File: config.mk
export PLATFORM = sky130hd
export DESIGN_NAME = ilk_tx_top
export DESIGN_NICKNAME = d
export VERILOG_FILES = /design/src/verilog/ilk_pkg.sv /design/src/verilog/ilk_burst_framer.sv /design/src/verilog/ilk_ready_skid.sv /design/src/verilog/ilk_tx_top.sv
export SDC_FILE = /design/constraint.sdc
export NUM_CORES = 1
export LEC_CHECK = 0
export ABC_CLOCK_PERIOD_IN_PS = 8400
export BUFFER_PORTS_ARGS = -buffer_cell sky130_fd_sc_hd__buf_2
export CELL_PAD_IN_SITES_DETAIL_PLACEMENT = 1
export CELL_PAD_IN_SITES_GLOBAL_PLACEMENT = 2
export CORE_ASPECT_RATIO = 1.75
export CORE_MARGIN = 4
export CORE_UTILIZATION = 40
export DETAILED_ROUTE_END_ITERATION = 8
export GPL_ROUTABILITY_DRIVEN = 0
export GPL_TIMING_DRIVEN = 0
export PLACE_DENSITY = 0.76
export RECOVER_POWER = 100
export SYNTH_ARGS = -nofsm -noshare
export SYNTH_HDL_FRONTEND = slang
export SYNTH_SLANG_ARGS = --single-unit
export TNS_END_PERCENT = 1
File: constraint.sdc
create_clock -name clk -period 8.4 [get_ports clk]
set_input_delay 0.84 -clock clk [delete_from_list [all_inputs] [get_ports clk]]
set_output_delay 0.84 -clock clk [all_outputs]
set_load 0.05 [all_outputs]
File: src/verilog/ilk_pkg.sv
/*
  Shared definitions for the transmit burst framing path
  field widths, input word struct, control word kinds and layout,
  framed output word with its data or control payload view
*/

package ilk_pkg;

	// payload and tag widths
	localparam int DATA_W = 64;
	localparam int CHAN_W = 8;
	localparam int CNT_W = 16;

	// checksum is the 64-bit word folded to 32 bits, then XORed over the packet
	localparam int CSUM_W = 32;

	// reserved bits that pad the control word out to DATA_W
	localparam int CTL_RSVD_W = DATA_W - 2 - CHAN_W - CNT_W - CSUM_W;

	// one word from the packet source
	// sop and eop may both be set on a single-word packet
	typedef struct packed {
		logic              sop;
		logic              eop;
		logic [CHAN_W-1:0] chan;
		logic [DATA_W-1:0] data;
	} ilk_in_word_t;

	// control word kinds
	// 2'b00 and 2'b11 are not produced by the framer
	typedef enum logic [1:0] {
		CTL_START = 2'b01,
		CTL_END   = 2'b10
	} ctl_type_e;

	// control word layout, msb first
	// count and checksum are only meaningful in an end word
	typedef struct packed {
		ctl_type_e             ctl_type;
		logic [CHAN_W-1:0]     chan;
		logic [CNT_W-1:0]      count;
		logic [CSUM_W-1:0]     csum;
		logic [CTL_RSVD_W-1:0] rsvd;
	} ilk_ctl_t;

	// the same 64 bits read as plain data or as a control word,
	// selected by is_ctl in the framed word
	typedef union packed {
		logic [DATA_W-1:0] data;
		ilk_ctl_t          ctl;
	} ilk_payload_u;

	// framed stream word toward the sink
	typedef struct packed {
		logic         is_ctl;
		ilk_payload_u payload;
	} ilk_frame_word_t;

endpackage

File: src/verilog/ilk_burst_framer.sv
/*
  Burst framer for the transmit path
  wraps each packet in a start and an end control word,
  counts the packet words and folds them into an XOR checksum
  that the end word carries
*/

`timescale 1ns/100ps

module ilk_burst_framer (
	input  logic                     clk,
	input  logic                     arst,

	// packet words from the input skid buffer
	input  logic                     in_valid_i,
	input  ilk_pkg::ilk_in_word_t    in_word_i,
	output logic                     in_ready_o,

	// framed words toward the output skid buffer
	output logic                     out_valid_o,
	output ilk_pkg::ilk_frame_word_t out_word_o,
	input  logic                     out_ready_i
);

	// S_DATA   idle between packets or passing packet data
	// S_START  start word issued, waiting to take the sop data word
	// S_END    eop data word issued, end word goes out next
	typedef enum logic [1:0] {
		S_DATA  = 2'd0,
		S_START = 2'd1,
		S_END   = 2'd2
	} state_e;

	state_e state;

	// output register is free now or empties on this edge
	logic can_load;
	logic load_start;
	logic load_end;
	logic in_fire;

	// per-packet channel, word count and checksum
	logic [ilk_pkg::CHAN_W-1:0] chan_q;
	logic [ilk_pkg::CNT_W-1:0]  cnt_q;
	logic [ilk_pkg::CSUM_W-1:0] csum_q;

	// incoming data word folded to checksum width
	logic [ilk_pkg::CSUM_W-1:0] in_fold;

	// builds a control word, reserved bits are zero
	function automatic ilk_pkg::ilk_frame_word_t make_ctl(
		input ilk_pkg::ctl_type_e         kind,
		input logic [ilk_pkg::CHAN_W-1:0] chan,
		input logic [ilk_pkg::CNT_W-1:0]  cnt,
		input logic [ilk_pkg::CSUM_W-1:0] csum
	);
		ilk_pkg::ilk_frame_word_t w;
		w.is_ctl = 1'b1;
		w.payload.ctl.ctl_type = kind;
		w.payload.ctl.chan = chan;
		w.payload.ctl.count = cnt;
		w.payload.ctl.csum = csum;
		w.payload.ctl.rsvd = '0;
		return w;
	endfunction

	assign in_fold = in_word_i.data[ilk_pkg::DATA_W-1:ilk_pkg::CSUM_W] ^
		in_word_i.data[ilk_pkg::CSUM_W-1:0];

	assign can_load = !out_valid_o || out_ready_i;

	// a sop word waiting in S_DATA triggers the start word first
	assign load_start = (state == S_DATA) && can_load && in_valid_i && in_word_i.sop;
	assign load_end = (state == S_END) && can_load;

	// input is blocked while a control word is being inserted
	always_comb begin
		case (state)
			S_DATA:  in_ready_o = can_load && !(in_valid_i && in_word_i.sop);
			S_START: in_ready_o = can_load;
			default: in_ready_o = 1'b0;
		endcase
	end

	assign in_fire = in_valid_i && in_ready_o;

	// state and output valid
	always_ff @(posedge clk or posedge arst) begin
		if (arst) begin
			state <= S_DATA;
			out_valid_o <= 1'b0;
		end else begin
			if (out_valid_o && out_ready_i)
				out_valid_o <= 1'b0;
			if (load_start || load_end || in_fire)
				out_valid_o <= 1'b1;

			case (state)
				S_DATA: begin
					if (load_start)
						state <= S_START;
					else if (in_fire && in_word_i.eop)
						state <= S_END;
				end
				S_START: begin
					// single-word packets go straight to the end insert
					if (in_fire)
						state <= in_word_i.eop ? S_END : S_DATA;
				end
				default: begin
					if (load_end)
						state <= S_DATA;
				end
			endcase
		end
	end

	// output word and packet accumulators
	always_ff @(posedge clk) begin
		if (load_start) begin
			out_word_o <= make_ctl(ilk_pkg::CTL_START, in_word_i.chan, '0, '0);
		end else if (load_end) begin
			out_word_o <= make_ctl(ilk_pkg::CTL_END, chan_q, cnt_q, csum_q);
		end else if (in_fire) begin
			out_word_o.is_ctl <= 1'b0;
			out_word_o.payload.data <= in_word_i.data;
		end

		if (in_fire) begin
			// sop restarts the count and the checksum
			if (in_word_i.sop) begin
				chan_q <= in_word_i.chan;
				cnt_q <= ilk_pkg::CNT_W'(1);
				csum_q <= in_fold;
			end else begin
				cnt_q <= cnt_q + 1'b1;
				csum_q <= csum_q ^ in_fold;
			end
		end
	end

endmodule

File: src/verilog/ilk_ready_skid.sv
/*
  Ready/valid pipeline stage with a registered ready
  one backup word catches the word in flight when downstream stalls
  valid and ready registers are kept twice to split fanout
*/

`timescale 1ns/100ps

module ilk_ready_skid #(
	parameter int WIDTH = 16
) (
	input  logic             clk,
	input  logic             arst,

	// upstream side
	input  logic             valid_i,
	input  logic [WIDTH-1:0] dat_i,
	output logic             ready_i,

	// downstream side
	output logic             valid_o,
	output logic [WIDTH-1:0] dat_o,
	input  logic             ready_o
);

	// backup slot for the word accepted while downstream stalls
	logic [WIDTH-1:0] backup_dat;
	logic             backup_valid;

	// internal copies of valid_o and ready_i
	// the outputs drive the neighbours, the copies drive local logic
	logic             valid_dup;
	logic             ready_dup;

	// handshake state
	always_ff @(posedge clk or posedge arst) begin
		if (arst) begin
			ready_i <= 1'b0;
			ready_dup <= 1'b0;
			valid_o <= 1'b0;
			valid_dup <= 1'b0;
			backup_valid <= 1'b0;
		end else begin
			// upstream ready trails downstream ready by one clock
			ready_i <= ready_o;
			ready_dup <= ready_o;

			if (valid_dup && ready_o) begin
				// main word leaves, refill from backup if it holds one
				if (backup_valid) begin
					backup_valid <= 1'b0;
					valid_o <= 1'b1;
					valid_dup <= 1'b1;
				end else begin
					valid_o <= 1'b0;
					valid_dup <= 1'b0;
				end
			end

			if (ready_dup && valid_i) begin
				if (ready_o || !valid_dup) begin
					valid_o <= 1'b1;
					valid_dup <= 1'b1;
				end else begin
					// main register is stuck, park the word and stop upstream
					backup_valid <= 1'b1;
					ready_i <= 1'b0;
					ready_dup <= 1'b0;
				end
			end
		end
	end

	// data path, follows the same decisions as above
	always_ff @(posedge clk) begin
		if (valid_dup && ready_o && backup_valid)
			dat_o <= backup_dat;
		if (ready_dup && valid_i) begin
			if (ready_o || !valid_dup)
				dat_o <= dat_i;
			else
				backup_dat <= dat_i;
		end
	end

endmodule

File: src/verilog/ilk_tx_top.sv
/*
  Transmit framing path top
  input skid buffer, burst framer, output skid buffer
*/

`timescale 1ns/100ps

module ilk_tx_top (
	input  logic                     clk,
	input  logic                     arst,

	// packet source
	input  logic                     in_valid_i,
	input  ilk_pkg::ilk_in_word_t    in_word_i,
	output logic                     in_ready_o,

	// framed stream to the sink
	output logic                     out_valid_o,
	output ilk_pkg::ilk_frame_word_t out_word_o,
	input  logic                     out_ready_i
);

	// input skid to framer
	logic                     skid_valid;
	ilk_pkg::ilk_in_word_t    skid_word;
	logic                     framer_ready;

	// framer to output skid
	logic                     frame_valid;
	ilk_pkg::ilk_frame_word_t frame_word;
	logic                     out_skid_ready;

	// registers the source side, ready to the source is one clock late
	ilk_ready_skid #(
		.WIDTH($bits(ilk_pkg::ilk_in_word_t))
	) u_in_skid (
		.clk(clk),
		.arst(arst),
		.valid_i(in_valid_i),
		.dat_i(in_word_i),
		.ready_i(in_ready_o),
		.valid_o(skid_valid),
		.dat_o(skid_word),
		.ready_o(framer_ready)
	);

	ilk_burst_framer u_framer (
		.clk(clk),
		.arst(arst),
		.in_valid_i(skid_valid),
		.in_word_i(skid_word),
		.in_ready_o(framer_ready),
		.out_valid_o(frame_valid),
		.out_word_o(frame_word),
		.out_ready_i(out_skid_ready)
	);

	// registers the sink side, so sink ready never reaches the framer directly
	ilk_ready_skid #(
		.WIDTH($bits(ilk_pkg::ilk_frame_word_t))
	) u_out_skid (
		.clk(clk),
		.arst(arst),
		.valid_i(frame_valid),
		.dat_i(frame_word),
		.ready_i(out_skid_ready),
		.valid_o(out_valid_o),
		.dat_o(out_word_o),
		.ready_o(out_ready_i)
	);

endmodule
==> summary.txt, run 1 <==
Outcome: complete, but fails checks
Violated checks: max-capacitance violations, max-slew violations
DRT Pass-1 Iters: 4
Ys Warns: 0
Tot Pwr: 0.00864 W
Flop and latch count out of synthesis: 410
Initial antenna violation count: 0
Post-DRT Antenna Nets: 0
Ys flop type: edfxtp_1
Bufs on Longest Clock Path: 3
Peak supply drop: 0.220 mV
# port buffers: 144
Endpoints failing setup: 0
Total clock sinks: 410
Asr flop ratio synth: 2.68%
Fin nets: 1673
Critical path class: register to register
First-pass GRT wire length: 72800 um
Worst-Skew Late Latency: 550 ps
Via density: 5.16
Post-synth EDFFs: 203
RSZ-0062 raised after global routing: false
Fillers: 4519
All-Layer GR Usage: 21.5%
CTS resizes: 0
Syn nets: 1476
Syn Area/Cell: 11.7 um2
Final HPWL DP: 35300 um
Die Width: 161 um
Max-slew violations: 69
Arr. time, crit path: 5460 ps
Core ar.: 40300 um2
Die Y: 276 um
Design area: 18700 um2
Ant. Diodes: 0
Clk slew on worst S/H paths: 60 ps
Largest fanout on the critical path: 57
Final cell count without fillers: 2171
Via count: 11204
Total congestion overflow: 0
Seq. cell area: 10300 um2
Post-Synthesis Cells: 1397
Fmax: 0.197 GHz
Row Count: 97
Worst endpoint required time: 8790 ps
Largest net degree at the start of global routing: 58
Netlist cell types: 44
Area Overhead vs Synth: 14.3%
Fin. Hold Viols: 0
Num CTS Buffers: 41
Slew @ Worst Pin: 3620 ps
H-tree levels: 2
PD cells: 461 nW/um2
Crit start category: register
Clock root cell: clkbuf_16
Die area: 44400 um2
Starting Density: 40.7%
Vias in the first global route: 12010
Hold WC Path Type: input port to async pin
Leakage Power: 7.54 nW
CTS tree: yes
Final core occ: 46.5%
Slew headroom: -141%
Ports: 145
Mapped Area: 16400 um2
Iter 0 DRT Violations: 593
MaxCap Viol Count: 3
Fin Clk Skew: 27.7 ps
Wire length per cell: 22.1 um
Period minus WS final: 5070 ps
Post-route clock period utilization: 60.3%
Post-CTS Setup Inserts: 0
Cells after DPL: 2095
Footprint of the multi-input gates: 4880 um2
Share of cells above drive strength 1: 9.22%
WL final: 48000 um
Placed inst area: 18000 um2
Residual DRC count: 0
Sequential share of the synthesized area: 62.8%
Hold Buf Count CTS: 0
Setup crit end kind: register
-- kinds of logic after synthesis --
family	share of synthesized area, %
DFF	62.8
and+or+nand+nor	8.92
AOI/OAI and AO/OA	14.1
buffers and inverters	6.07
xor gates and xnor gates	3.90
muxes	4.11
adders and majority gates	0.0763
-- power by group --
| part | total [W] | internal (W) | switching, W |
|---|---|---|---|
| Clock | 0.00184 | 0.00106 | 0.000781 |
| Combinational | 0.00309 | 0.00101 | 0.00208 |
| Sequential | 0.00372 | 0.00306 | 0.000656 |
-- critical path, cell delays in order (launching register included) --
cell and delay [ps]:
dfxtp_1 300, clkbuf_1 290, nand2b_1 160, nand3_1 340, inv_1 420, clkbuf_1 2570
nand2_1 540, nand2_1 220
-- stage by stage --
step           setup TNS, ps  setup WS, ps  hold WS (ps)
5_1_grt                    0          2920           329
4_1_cts                    0          5650           302
2_1_floorplan              0          1810           422
3_5_place_dp               0          5200           442
6_report                   0          3330           309
3_3_place_gp         -156140         -2120           434
-- cell type report --
type	count	area share (%)
well taps	544	3.63
clock inverters	11	0.487
clock buffers	65	6.66
flip-flops and latches	410	54.9
multi-input cells	747	26.1
repair buffers	154	3.23
inverters	155	3.11
plain buffers	85	1.87
-- state kept, by name (all words and copies together), names as in the netlist, named ones only --
signal	count
u_in_skid.backup_dat	74
u_in_skid.dat_o	74
u_framer.out_word_o	65
u_out_skid.backup_dat	65
u_out_skid.dat_o	65
u_framer.csum_q	32
u_framer.cnt_q	16
u_framer.chan_q	8
u_framer.state	2
u_framer.out_valid_o	1
u_in_skid.ready_i	1
u_in_skid.valid_dup	1
u_in_skid.valid_o	1
u_out_skid.backup_valid	1
u_out_skid.ready_i	1
u_out_skid.valid_dup	1
u_out_skid.valid_o	1
-- placed cells by master (no fill, tap or decap), types with 5 or more instances in the layout --
cell type	netlist	layout
clkbuf_1	39	203
edfxtp_1	203	203
dfxtp_1	196	196
inv_1	153	154
nor2_1	110	110
nand2_1	110	110
a21oi_1	88	88
xnor2_1	69	69
o21ai_0	69	69
a221oi_1	37	69
mux2i_1	65	65
buf_2	33	46
clkbuf_16	0	43
nor2b_1	37	37
a221oi_2	69	37
nor3_1	18	19
nor4_1	15	15
dfrtp_1	11	11
clkbuf_8	0	9
nand3_1	8	8
a22oi_1	8	8
nand2b_1	5	5
clkinv_2	0	5
-- path summary, 6_finish.rpt --
check	startpoint	end	slack, ps	cells past startpoint
min in group clk	u_framer.out_word_o[58]	u_out_skid.backup_dat[58]	450	0
setup / recovery	u_in_skid.dat_o[73]	u_framer.out_word_o[59]	3330	7
setup reg to reg	u_in_skid.dat_o[73]	u_framer.out_word_o[59]	3330	7
hold reg to reg	u_framer.out_word_o[58]	u_out_skid.backup_dat[58]	450	0
hold / removal	arst	u_out_skid.backup_valid	310	2
max in group asynchronous	arst	u_framer.state[0]	7750	2
-- synthesized netlist by cell type, types with 4 or more instances --
cell type | number | area, um2
edfxtp_1 | 203 | 6100
mux2i_1 | 65 | 651
a221oi_2 | 69 | 1040
a221oi_1 | 37 | 324
xor2_1 | 4 | 35.0
a22oi_1 | 8 | 60.1
nand4_1 | 4 | 25.0
nand2_1 | 110 | 413
xnor2_1 | 69 | 604
nor2b_1 | 37 | 231
buf_1 | 6 | 22.5
buf_2 | 33 | 165
nor3_1 | 18 | 90.1
nand2b_1 | 5 | 31.3
nand3_1 | 8 | 40.0
and3_1 | 4 | 25.0
dfxtp_1 | 196 | 3920
inv_1 | 153 | 574
clkbuf_1 | 39 | 146
nor4_1 | 15 | 93.8
a21oi_1 | 88 | 440
buf_6 | 7 | 78.8
nor2_1 | 110 | 413
o21ai_0 | 69 | 345
dfrtp_1 | 11 | 275
-- per-layer routing --
layer	share of wire, %	GRT usage [%]	wire [um]
met5	0	0	0
met4	3.8	8.22	1850
met3	2.7	2.35	1290
met2	55	41.5	26400
met1	38	24.1	18500
Power figures use the tool's default switching activity.
==> run 2, diff against run 1 <==
--- a/config.mk
+++ b/config.mk
@@ -5,7 +5,7 @@
 export SDC_FILE = /design/constraint.sdc
 export NUM_CORES = 1
 export LEC_CHECK = 0
-export ABC_CLOCK_PERIOD_IN_PS = 8400
+export ABC_CLOCK_PERIOD_IN_PS = 5050
 export BUFFER_PORTS_ARGS = -buffer_cell sky130_fd_sc_hd__buf_2
 export CELL_PAD_IN_SITES_DETAIL_PLACEMENT = 1
 export CELL_PAD_IN_SITES_GLOBAL_PLACEMENT = 2
==> constraint.sdc (replaced) <==
create_clock -name clk -period 5.05 [get_ports clk]
set_input_delay 0.505 -clock clk [delete_from_list [all_inputs] [get_ports clk]]
set_output_delay 0.505 -clock clk [all_outputs]
set_load 0.05 [all_outputs]
==> summary.txt, run 2 (synthesis results as in run 1) <==
Post-CTS Setup Inserts: 0
Largest regs: u_in_skid.backup_dat x74, u_in_skid.dat_o x74
Commonest cells after routing, fill and taps aside: edfxtp_1, clkbuf_1, dfxtp_1
Fin. Hold Viols: 0
Area Overhead vs Synth: 13.2%
Psw: 0.00577 W
Residual DRC count: 0
Slew @ Worst Pin: 2330 ps
Clock power share: 20.0%
DRT Pass-1 Iters: 4
Post-route clock period utilization: 72.2%
Routing usage on met1: 23.5%
Period minus WS final: 3650 ps
Terminus of the critical flop-to-flop path: u_in_skid.backup_dat[53]
Peak supply drop: 0.321 mV
Max-slew violations: 79
Hold WC Path Type: input port to register
Iter 0 DRT Violations: 644
Hold Path Depth: 1
Crit start category: register
PD cells: 762 nW/um2
Met2 usage: 41.6%
R2r startpoint: u_in_skid.dat_o[73]
Slew headroom: -57.0%
Clock root cell: clkbuf_16
Largest fanout on the critical path: 20
# port buffers: 144
Row Count: 97
R2R depth: 8
Commonest non-fill, non-tap cell in the layout: edfxtp_1
Reg2reg setup slack: 1400 ps
Hold Slack: 153 ps
Sequential Power Share: 43.6%
WL final: 47900 um
Switch share: 40.8%
Worst endpoint required time: 5280 ps
H-tree levels: 2
Core ar.: 40300 um2
Fin nets: 1670
Arr. time, crit path: 3880 ps
All-Layer GR Usage: 21.3%
Fin Clk Skew: 17.1 ps
Worst Hold End: u_in_skid.backup_dat[23]
Via density: 5.17
Violated checks: max-capacitance violations, max-slew violations
Total congestion overflow: 0
Final HPWL DP: 35200 um
Share of cells above drive strength 1: 7.28%
Leakage Power: 7.44 nW
MaxCap Viol Count: 5
Fmax: 0.274 GHz
Num CTS Buffers: 39
Internal power: 0.00836 W
Die area: 44400 um2
Setup crit end kind: register
Ant. Diodes: 0
CTS tree: yes
Hold Path Origin: in_word_i[23]
Initial antenna violation count: 1
Post-DRT Antenna Nets: 0
Top Usage Layer GRT: met2
First-pass GRT wire length: 72300 um
Critical path class: register to register
Ports: 145
Combinational Power Share: 36.4%
Total clock sinks: 410
RSZ-0062 raised after global routing: false
Wire length per cell: 22.1 um
Largest net degree at the start of global routing: 34
Endpoints failing setup: 0
Outcome: complete, but fails checks
Starting Density: 40.7%
Via count: 11181
Bufs on Longest Clock Path: 3
Vias in the first global route: 12005
Die Y: 276 um
Die Width: 161 um
Final core occ: 46.1%
Clk slew on worst S/H paths: 60 ps
Critical Path Start: u_in_skid.dat_o[73]
Worst-Skew Late Latency: 540 ps
Met3 usage: 2.20%
run 2: cell count changes in the layout (fill, tap and decap cells not counted), sizes merged:
cell,change
clkbuf,-14
inv,-2
bufinv,-1
clkinv,-2
clkinvlp,+1
dlygate4sd3,+1
buf,+10
run 2: layout make-up:
type,count,area (um2)
clock buffer,63,1150
tap,544,681
buffer,85,394
clock inverter,7,40.0
inverter,155,582
multi-input combinational,747,4690
sequential,410,10300
timing repair buffer,153,734
fill,4581,21700
run 2: worst max path at each step:
stage / endpoint / depth (start not counted) / slack, ps
after floorplan: u_in_skid.backup_dat[0] / 4 / 780
after global placement: u_in_skid.backup_dat[16] / 5 / -1480
after detailed placement: u_out_skid.dat_o[44] / 6 / 2080
after CTS: u_framer.out_word_o[56] / 7 / 2210
after global routing: u_in_skid.backup_dat[53] / 8 / 1080
final: u_in_skid.backup_dat[53] / 8 / 1400
run 2: routing by layer:
metal | routed length (um) | vias to the layer above
met5 | 9 | -
met3 | 1350 | 93
met1 | 18100 | 5594
met2 | 26400 | 205
li1 | - | 5287
met4 | 2040 | 2
run 2: critical path: stages (launching register included):
cell	delay [ps]
dfxtp_1	310
clkbuf_1	490
nand3b_1	170
nand3_1	200
inv_1	120
nor3_1	1460
buf_16	230
buf_8	160
buf_8	190
run 2: repair_timing:
| item | 4_1_cts | 5_1_grt |
|---|---|---|
| hold buffers | 1 | 0 |
| resized for setup | 0 | 0 |
| hold endpoints to repair | 11 | 0 |
run 2: through the flow:
stage | area, um2 | instances | total power [W] | worst slack [ps] | TNS [ps]
final | 18600 | 2164 | 0.0141 | 1400 | 0
after global routing | 18600 | 2164 | 0.0150 | 1080 | 0
after CTS | 19200 | 2164 | 0.0146 | 2210 | 0
after detailed placement | 18000 | 2093 | 0.0117 | 2080 | 0
after global placement | 17800 | 2085 | 0.0115 | -1480 | -174790
after floorplan | 16400 | 1397 | 0.00976 | 785 | 0
run 2: power groups by stage:
stage / registers, W / logic (W) / clock network (W)
after floorplan: 0.00661 / 0.00315 / 0
after global placement: 0.00623 / 0.00528 / 0
after detailed placement: 0.00623 / 0.00548 / 0
after CTS: 0.00618 / 0.00552 / 0.00291
after global routing: 0.00629 / 0.00567 / 0.00303
final: 0.00616 / 0.00515 / 0.00283
==> run 3, diff against run 2 <==
--- a/config.mk
+++ b/config.mk
@@ -5,7 +5,7 @@
 export SDC_FILE = /design/constraint.sdc
 export NUM_CORES = 1
 export LEC_CHECK = 0
-export ABC_CLOCK_PERIOD_IN_PS = 5050
+export ABC_CLOCK_PERIOD_IN_PS = 3400
 export BUFFER_PORTS_ARGS = -buffer_cell sky130_fd_sc_hd__buf_2
 export CELL_PAD_IN_SITES_DETAIL_PLACEMENT = 1
 export CELL_PAD_IN_SITES_GLOBAL_PLACEMENT = 2
==> constraint.sdc (replaced) <==
create_clock -name clk -period 3.4 [get_ports clk]
set_input_delay 0.34 -clock clk [delete_from_list [all_inputs] [get_ports clk]]
set_output_delay 0.34 -clock clk [all_outputs]
set_load 0.05 [all_outputs]
==> summary.txt, run 3 (synthesis results as in run 1) <==
Total congestion overflow: 0
Row Count: 97
Seq. cell area: 10300 um2
Slew headroom: 12.4%
Worst path cell trace: nor2b_1, nand3_1, inv_1, clkbuf_4, nand2_1, nand2_1
Via count: 11386
CTS tree: yes
CP delay by family, top: buffers and inverters
Setup crit end kind: register
Slew @ Worst Pin: 1310 ps
Max-slew violations: 0
MaxCap Viol Count: 0
Hold Buf Count CTS: 59
Crit start category: register
Endpoints failing setup: 0
CP dominant cell by count: nand2_1
Die Y: 276 um
Core ar.: 40300 um2
H-tree levels: 2
Worst path max stage delay: 820 ps
Bufs and invs on worst path: 2
Outcome: complete, no violations
Initial antenna violation count: 0
Area Overhead vs Synth: 17.7%
Residual DRC count: 0
Post-DRT Antenna Nets: 0
Post-CTS Setup Inserts: 0
Fillers: 4492
CTS resizes: 0
Crit-path slowest cell: clkbuf_4
Post-route clock period utilization: 86.9%
Hold WC Path Type: input port to register
Critical path class: register to register
Die area: 44400 um2
Worst-Skew Late Latency: 540 ps
Period minus WS final: 2950 ps
Tot Pwr: 0.0213 W
Peak supply drop: 0.498 mV
All-Layer GR Usage: 21.8%
Fin Clk Skew: 14.0 ps
Die Width: 161 um
Share of cells above drive strength 1: 8.04%
# port buffers: 144
WL final: 48300 um
Starting Density: 40.7%
Final HPWL DP: 35200 um
Ant. Diodes: 0
Fmax: 0.339 GHz
Vias in the first global route: 12343
Wire length per cell: 21.7 um
Footprint of the multi-input gates: 4760 um2
Leakage Power: 7.76 nW
Fin nets: 1729
Via density: 5.12
DRT Pass-1 Iters: 5
Largest regs: u_in_skid.backup_dat x74, u_in_skid.dat_o x74
Num CTS Buffers: 40
PD cells: 1110 nW/um2
Largest fanout on the critical path: 57
Worst endpoint required time: 3790 ps
Commonest cells after routing, fill and taps aside: edfxtp_1, dfxtp_1, clkbuf_1
Bufs on Longest Clock Path: 3
First-pass GRT wire length: 74200 um
Total clock sinks: 410
Largest net degree at the start of global routing: 58
Clock root cell: clkbuf_16
Ports: 145
Iter 0 DRT Violations: 546
Commonest non-fill, non-tap cell in the layout: edfxtp_1
Fin. Hold Viols: 0
Hold Slack: 70.8 ps
Arr. time, crit path: 3350 ps
RSZ-0062 raised after global routing: false
Clk slew on worst S/H paths: 60 ps
## run 3: metrics by stage
| stage | instances | util (%) | setup slack (ps) | setup TNS (ps) | area (um2) |
|---|---|---|---|---|---|
| after floorplan | 1397 | - | -295 | -19200 | 16400 |
| after global routing | 2224 | 47.9 | 245 | 0 | 19300 |
| final | 2224 | 47.9 | 446 | 0 | 19300 |
| after CTS | 2224 | 49.3 | 521 | 0 | 19900 |
| after global placement | 2085 | 44.2 | -2540 | -251660 | 17800 |
| after detailed placement | 2093 | 44.6 | 552 | 0 | 18000 |
## run 3: final timing paths
kind | start | end | slack (ps) | depth (start not counted)
setup / recovery | u_in_skid.valid_o | u_framer.out_word_o[56] | 450 | 6
hold / removal | in_word_i[8] | u_in_skid.backup_dat[8] | 70 | 1
setup reg to reg | u_in_skid.valid_o | u_framer.out_word_o[56] | 450 | 6
hold reg to reg | u_framer.out_word_o[55] | u_out_skid.backup_dat[55] | 450 | 0
max in group asynchronous | arst | u_in_skid.ready_i | 2710 | 3
min in group asynchronous | arst | u_out_skid.valid_o | 360 | 3
## run 3: power breakdown
group	leakage, nW	switching, W	internal, W
Combinational	3.48	0.00509	0.00258
Sequential	3.64	0.00163	0.00753
Clock	0.642	0.00190	0.00259
Total	7.76	0.00862	0.0127
## run 3: routing by layer
| metal | part of all wire, % | routed length (um) | vias to the layer above | track usage [%] |
|---|---|---|---|---|
| li1 | - | - | 5408 | - |
| met4 | 3.8 | 1860 | 0 | 8.02 |
| met1 | 38 | 18300 | 5673 | 23.9 |
| met5 | 0 | 0 | - | 0 |
| met3 | 2.8 | 1340 | 79 | 2.32 |
| met2 | 56 | 26800 | 226 | 42.7 |
## run 3: cell type report
class / count / area share (%)
Buffer: 85 / 2.02
Clock buffer: 55 / 5.96
Clock inverter: 17 / 0.804
Inverter: 155 / 3.02
Multi-Input combinational cell: 747 / 24.7
Sequential cell: 410 / 53.4
Tap cell: 544 / 3.53
Timing Repair Buffer: 211 / 6.62
